### src/design/lsu_pkg.sv
package lsu_pkg;

    // matrix rows and SRAM words share one width
    localparam int ROW_W       = 128;
    localparam int MXU_ROWS    = 16;
    localparam int ROW_SEL_W   = 4;

    // on-chip SRAM geometry
    localparam int SRAM_ADDR_W = 8;
    localparam int ORAM_DEPTH  = 2 ** SRAM_ADDR_W;

    // instruction field widths
    localparam int LDST_ADDR_W = 12;
    localparam int DRAM_ADDR_W = 31;
    localparam int NUM_W       = 8;
    localparam int LEN_W       = 3;
    localparam int STR_W       = 3;

    // write channel
    localparam int AW_ADDR_W   = 10;
    localparam int WDATA_W     = 64;
    localparam int BEATS_W     = 5;

    // store target, same coding as the decode stage
    typedef enum logic [1:0] {
        ST_IRAM = 2'b00,
        ST_WRAM = 2'b01,
        ST_ORAM = 2'b10,
        ST_DRAM = 2'b11
    } st_op_t;

    typedef enum logic [1:0] {
        DS_IDLE,
        DS_ADDR,
        DS_READ,
        DS_BEAT
    } dram_state_t;

    // element width in bits, 8 << len
    function automatic logic [7:0] elem_bits(input logic [LEN_W-1:0] len);
        return 8'd8 << len;
    endfunction

    // beats needed to move one 128-bit row
    function automatic logic [BEATS_W-1:0] beats_per_row(input logic [LEN_W-1:0] len);
        return 5'd16 >> len;
    endfunction

    // one element-wide run of ones placed at byte start_x, upper overflow dropped
    function automatic logic [ROW_W-1:0] col_mask(input logic [ROW_SEL_W-1:0] start_x,
                                                  input logic [LEN_W-1:0]     len);
        logic [ROW_W-1:0] run;
        run = {ROW_W{1'b1}} >> (ROW_W - elem_bits(len));
        return run << {start_x, 3'b000};
    endfunction

endpackage

### src/design/lsu_dispatch.sv
`timescale 1ns/1ps

module lsu_dispatch import lsu_pkg::*; (
    input  logic                   clk,
    input  logic                   arst_n,
    input  logic                   instr_vld,
    input  st_op_t                 instr_op,
    input  logic [DRAM_ADDR_W-1:0] dram_addr,
    input  logic [NUM_W-1:0]       num,
    input  logic [LEN_W-1:0]       len,
    input  logic [STR_W-1:0]       str,
    input  logic [ROW_SEL_W-1:0]   start_x,
    input  logic [ROW_SEL_W-1:0]   start_y,
    input  logic [LDST_ADDR_W-1:0] ldst_addr,
    input  logic                   row_done,
    input  logic                   dram_done,
    output logic                   instr_rdy,
    output logic                   row_start,
    output logic                   dram_start,
    output st_op_t                 op_q,
    output logic [DRAM_ADDR_W-1:0] dram_addr_q,
    output logic [NUM_W-1:0]       num_q,
    output logic [LEN_W-1:0]       len_q,
    output logic [STR_W-1:0]       str_q,
    output logic [ROW_SEL_W-1:0]   start_x_q,
    output logic [ROW_SEL_W-1:0]   start_y_q,
    output logic [SRAM_ADDR_W-1:0] sram_addr_q
);

    logic busy;
    logic accept;

    assign instr_rdy = ~busy;
    assign accept    = instr_vld & instr_rdy;

    // one instruction in flight, released by whichever engine finishes
    always_ff @(posedge clk or negedge arst_n) begin
        if (!arst_n) begin
            busy <= 1'b0;
        end else if (accept) begin
            busy <= 1'b1;
        end else if (row_done | dram_done) begin
            busy <= 1'b0;
        end
    end

    // start pulse one cycle after acceptance
    always_ff @(posedge clk or negedge arst_n) begin
        if (!arst_n) begin
            row_start  <= 1'b0;
            dram_start <= 1'b0;
        end else begin
            row_start  <= accept & (instr_op != ST_DRAM);
            dram_start <= accept & (instr_op == ST_DRAM);
        end
    end

    always_ff @(posedge clk) begin
        if (accept) begin
            op_q        <= instr_op;
            dram_addr_q <= dram_addr;
            num_q       <= num;
            len_q       <= len;
            str_q       <= str;
            start_x_q   <= start_x;
            start_y_q   <= start_y;
            // byte address down to 128-bit word address
            sram_addr_q <= ldst_addr[LDST_ADDR_W-1:4];
        end
    end

endmodule

### config.mk
export PLATFORM = sky130hd
export DESIGN_NAME = lsu_dispatch
export DESIGN_NICKNAME = d
export VERILOG_FILES = /design/src/design/lsu_pkg.sv /design/src/design/lsu_dispatch.sv
export SDC_FILE = /design/constraint.sdc
export NUM_CORES = 1
export LEC_CHECK = 0
export BUFFER_PORTS_ARGS = -buffer_cell sky130_fd_sc_hd__buf_2
export CORE_ASPECT_RATIO = 0.5
export CORE_UTILIZATION = 40
export CTS_BUF_LIST = sky130_fd_sc_hd__clkbuf_16
export CTS_CLUSTER_SIZE = 16
export DETAILED_ROUTE_END_ITERATION = 10
export GPL_TIMING_DRIVEN = 1
export PLACE_DENSITY = 0.77
export RECOVER_POWER = 25
export SLEW_MARGIN = 10
export SYNTH_ARGS = -nofsm -noshare
export SYNTH_HDL_FRONTEND = slang
export SYNTH_SLANG_ARGS = --single-unit
### constraint.sdc
create_clock -name clk -period 2.2 [get_ports clk]
set_input_delay 0.44 -clock clk [delete_from_list [all_inputs] [get_ports clk]]
set_output_delay 0.44 -clock clk [all_outputs]
set_load 0.05 [all_outputs]
* Yosys cells after proc, flatten, opt, wreduce, memory -nomap -nowiden
Index checks and enable logic that the tools add are counted.
Cells by class: equality and inequality tests 2, mux-type cells 2, bitwise operators 5, reductions and logical operators 1
Operator list (number):
- 1-bit AND | 3
- 2-bit equality test (second input constant) | 1
- 1-bit two-way mux | 2
- 2-bit != test (second input constant) | 1
- 2-bit nonzero test | 1
- 1-bit NOT | 1
- 1-bit bitwise OR | 1
Word-level totals: register bits 66, input bits 72, output and inout port bits 66, word-level logic and storage cells 21

* Longest topological paths before layout
depth in word-level cells 3, mapped depth 2, depth with buffers taken out 2

* Worst setup path after synthesis
No wires, ideal clock.
path kind input-to-reg, from input port instr_vld, to register dram_addr_q[0], enable pin, library setup time 401 ps, arrival time 1452 ps, required time 1799 ps, path slack 347 ps, stages on the path 1, buffers on the path 0, cells stage by stage nor2b_4
Between the ends: word-level cells in the longest chain between the ends 1
RTL lines:
- start: declaration | RTL line lsu_dispatch.sv:6 | input logic instr_vld,
- 1-bit AND | RTL line lsu_dispatch.sv:34 | assign accept = instr_vld & instr_rdy;
- end signal: assignment | RTL line lsu_dispatch.sv:61 | dram_addr_q <= dram_addr;
- end: declaration | RTL line lsu_dispatch.sv:21 | output logic [DRAM_ADDR_W-1:0] dram_addr_q,
No other way between the ends. A chain may end at the register's enable or synchronous reset.

* Final worst setup path
from register busy, to output port instr_rdy
Between the ends: word-level cells in the longest chain between the ends 1
RTL lines:
- start: declaration | RTL line lsu_dispatch.sv:30 | logic busy;
- start signal: assignment | RTL line lsu_dispatch.sv:39 | busy <= 1'b0;
- start signal: assignment | RTL line lsu_dispatch.sv:41 | busy <= 1'b1;
- start signal: assignment | RTL line lsu_dispatch.sv:43 | busy <= 1'b0;
- 1-bit NOT | RTL line lsu_dispatch.sv:33 | assign instr_rdy = ~busy;
- end: declaration | RTL line lsu_dispatch.sv:17 | output logic instr_rdy,
No other way between the ends.

==> results.yml <==
status:
  outcome: "completed"
cells_and_area:
  seqCellArea_mm2: 0.001967
  area_delta_synth_final_pct: 53.57
  n_fill_cell: 324
  final_layout_size_suffix_gt1_frac: 0.6652
  antenna_cells: 0
  fin_area_mm2: 0.003092
  nNetsFinal: 291
  multi_input_area_um2: 42.54
  final_cells: 290
placement:
  io_buffer_count: 133
  dp_worst_setup_slack_ns: 0.6716
  dp.cells: 273
  gp_congestion: 0.6346
  dpl_cell_area_mm2: 0.002801
floorplanning:
  start_util: 0.4362
  io_pins: 138
  die_x_um: 102.3
  fp.coreArea_mm2: 0.004616
  std_cell_rows: 17
  dieArea_mm2: 0.005338
  die_y_um: 52.17
global_routing:
  grt_max_degree: 32
  grt_util_all_layers: 0.1635
  globalRoute.totalOverflow: 0
  grt_pass1_wl_mm: 5.913
  grt_pass1_vias: 1226
  antenna_found_initial: 0
drt:
  dr.pass1.iters: 4
  vias: 1229
  routed_wl_mm: 4.357
  drt-vias-per-instance: 4.238
  wl_per_cell_um: 15.02
  drtIter0Drc: 55
  drc: 0
  postRouteAntennaNets: 0
clock_network:
  cts_tree: "built"
  root_buffer: "clkbuf_16"
  clkLatencyLatePin_ns: 0.31
  cts_resized: 0
  htreeDepth: 3
  clock-sinks: 66
  cts_buffers: 9
  cts_setup_buffers: 0
  ctsHoldBuffers: 1
  cts.path.max_buffers: 2
  clk_pin_slew_ns: 0.05
timing:
  fin_crit_sh: 0.6835
  finalSetupTns_ns: 0
  period_minus_slack_ns: 1.504
  setup_slack_ns: 0.6962
  finalMaxSlewViolations: 0
  setup_viol: 0
  worst_pin_slew_ns: 0.4410
  fmax_mhz: 665.0
  final.setup_skew_ns: 0.004169
  finalHoldViolCount: 0
  rsz0062_at_grt: "false"
  slew_headroom: 0.7054
power:
  power.density_mw_per_mm2: 1054
  peakVddDrop_uv: 567.5
  power.leakage_nw: 1.368
synth:
  synth_area_leaders: "edfxtp_1, dfrtp_1, nor2b_4"
  synth-seq-area-share: 0.9770
  mappedNetlistArea_mm2: 0.002013
  synth_seq_cells: 66
  synth_area_leader_cell: "edfxtp_1"
  ys_types: 8
  synthCells: 72
  yosys_warnings: 0
  syn_area_per_cell_um2: 27.96
  synth_top_area_share: 0.9397
  synth_nets: 144
worst_setup_path:
  cp-start-kind: "flip-flop"
  worstSetupPathType: "flip-flop to primary output"
  end_kind: "primary output"
  crit_arrival_ns: 1.06
  rr_worst_depth: 2
  critPathMaxFanout: 3
  required_ns: 1.76
run:
  drv_cap: 0
worst_hold_path:
  whs_path_depth: 1
  holdCritPathClass: "primary input to flip-flop"
critical path, cell delays in order (launching register included):
cell,delay [ns]
dfrtp_1,0.42
inv_1,0.08
buf_2,0.26
power by group:
part / total (W) / switching (W) / internal, W
registers: 0.00150 / 0.0000199 / 0.00148
clock network: 0.00130 / 0.000445 / 0.000854
logic: 0.000461 / 0.000353 / 0.000108
total: 0.00326 / 0.000818 / 0.00244
cells by family after synthesis:
| family | after synthesis | share of synthesized area |
|---|---|---|
| buf+inv | 1 | 0.001863 |
| flops | 66 | 0.9770 |
| compound gates | 2 | 0.009324 |
| simple gates | 3 | 0.01181 |
layout by cell type, fill, tap and decap left out:
| master | n |
|---|---|
| a21boi_2 | 1 |
| a21o_1 | 1 |
| and3_1 | 1 |
| buf_12 | 2 |
| buf_2 | 133 |
| bufinv_16 | 1 |
| clkbuf_16 | 9 |
| clkinv_2 | 2 |
| dfrtp_1 | 3 |
| dlygate4sd3_1 | 1 |
| edfxtp_1 | 63 |
| inv_1 | 5 |
| nor2_1 | 1 |
| nor2b_4 | 1 |
sequential cells by signal, summed over array words and instances (netlist names):
register and cells:
dram_start 1, busy 1, str_q 3, start_y_q 4
len_q 3, row_start 1, op_q 2, sram_addr_q 8
start_x_q 4, num_q 8, dram_addr_q 31
layer usage:
layer	GRT usage	wire, um	vias up
met5	0	0	-
met4	0.07619	19	0
met3	0.06317	162	2
met2	0.3210	2671	36
met1	0.1503	1503	609
li1	-	-	582
metrics by stage:
step | util | power (W) | hold WS, ns
after CTS | 0.6698 | 0.003289 | 0.2887
after floorplan | - | 0.001833 | 0.1444
after global placement | 0.6069 | 0.001970 | 0.2402
after detailed placement | 0.6069 | 0.001981 | 0.2383
final | 0.6698 | 0.003258 | 0.3004
after global routing | 0.6698 | 0.003357 | 0.2842
cell type report:
type / instances / area share
sequential: 66 / 0.6362
timing repair buffer: 136 / 0.2315
clock buffer: 9 / 0.07284
tap: 66 / 0.02671
clock inverter: 7 / 0.01781
multi-input combinational: 5 / 0.01376
inverter: 1 / 0.001214
synthesized netlist by cell type:
master    instances
a21boi_2          1
a21o_1            1
edfxtp_1         63
and3_1            1
nor2b_4           1
inv_1             1
nor2_1            1
dfrtp_1           3
path summary, 6_finish.rpt:
check,start,slack [ns],endpoint
worst min-delay path,dram_addr[16],0.30,dram_addr_q[16]$_DFFE_PP_
min in group asynchronous,arst_n,0.46,dram_start$_DFF_PN0_
worst max-delay path,busy$_DFFE_PN0P_,0.70,instr_rdy
max in group asynchronous,arst_n,1.64,busy$_DFFE_PN0P_
worst min register to register,busy$_DFFE_PN0P_,0.58,busy$_DFFE_PN0P_
worst max register to register,busy$_DFFE_PN0P_,0.81,dram_addr_q[6]$_DFFE_PP_
Power figures use the tool's default switching activity.
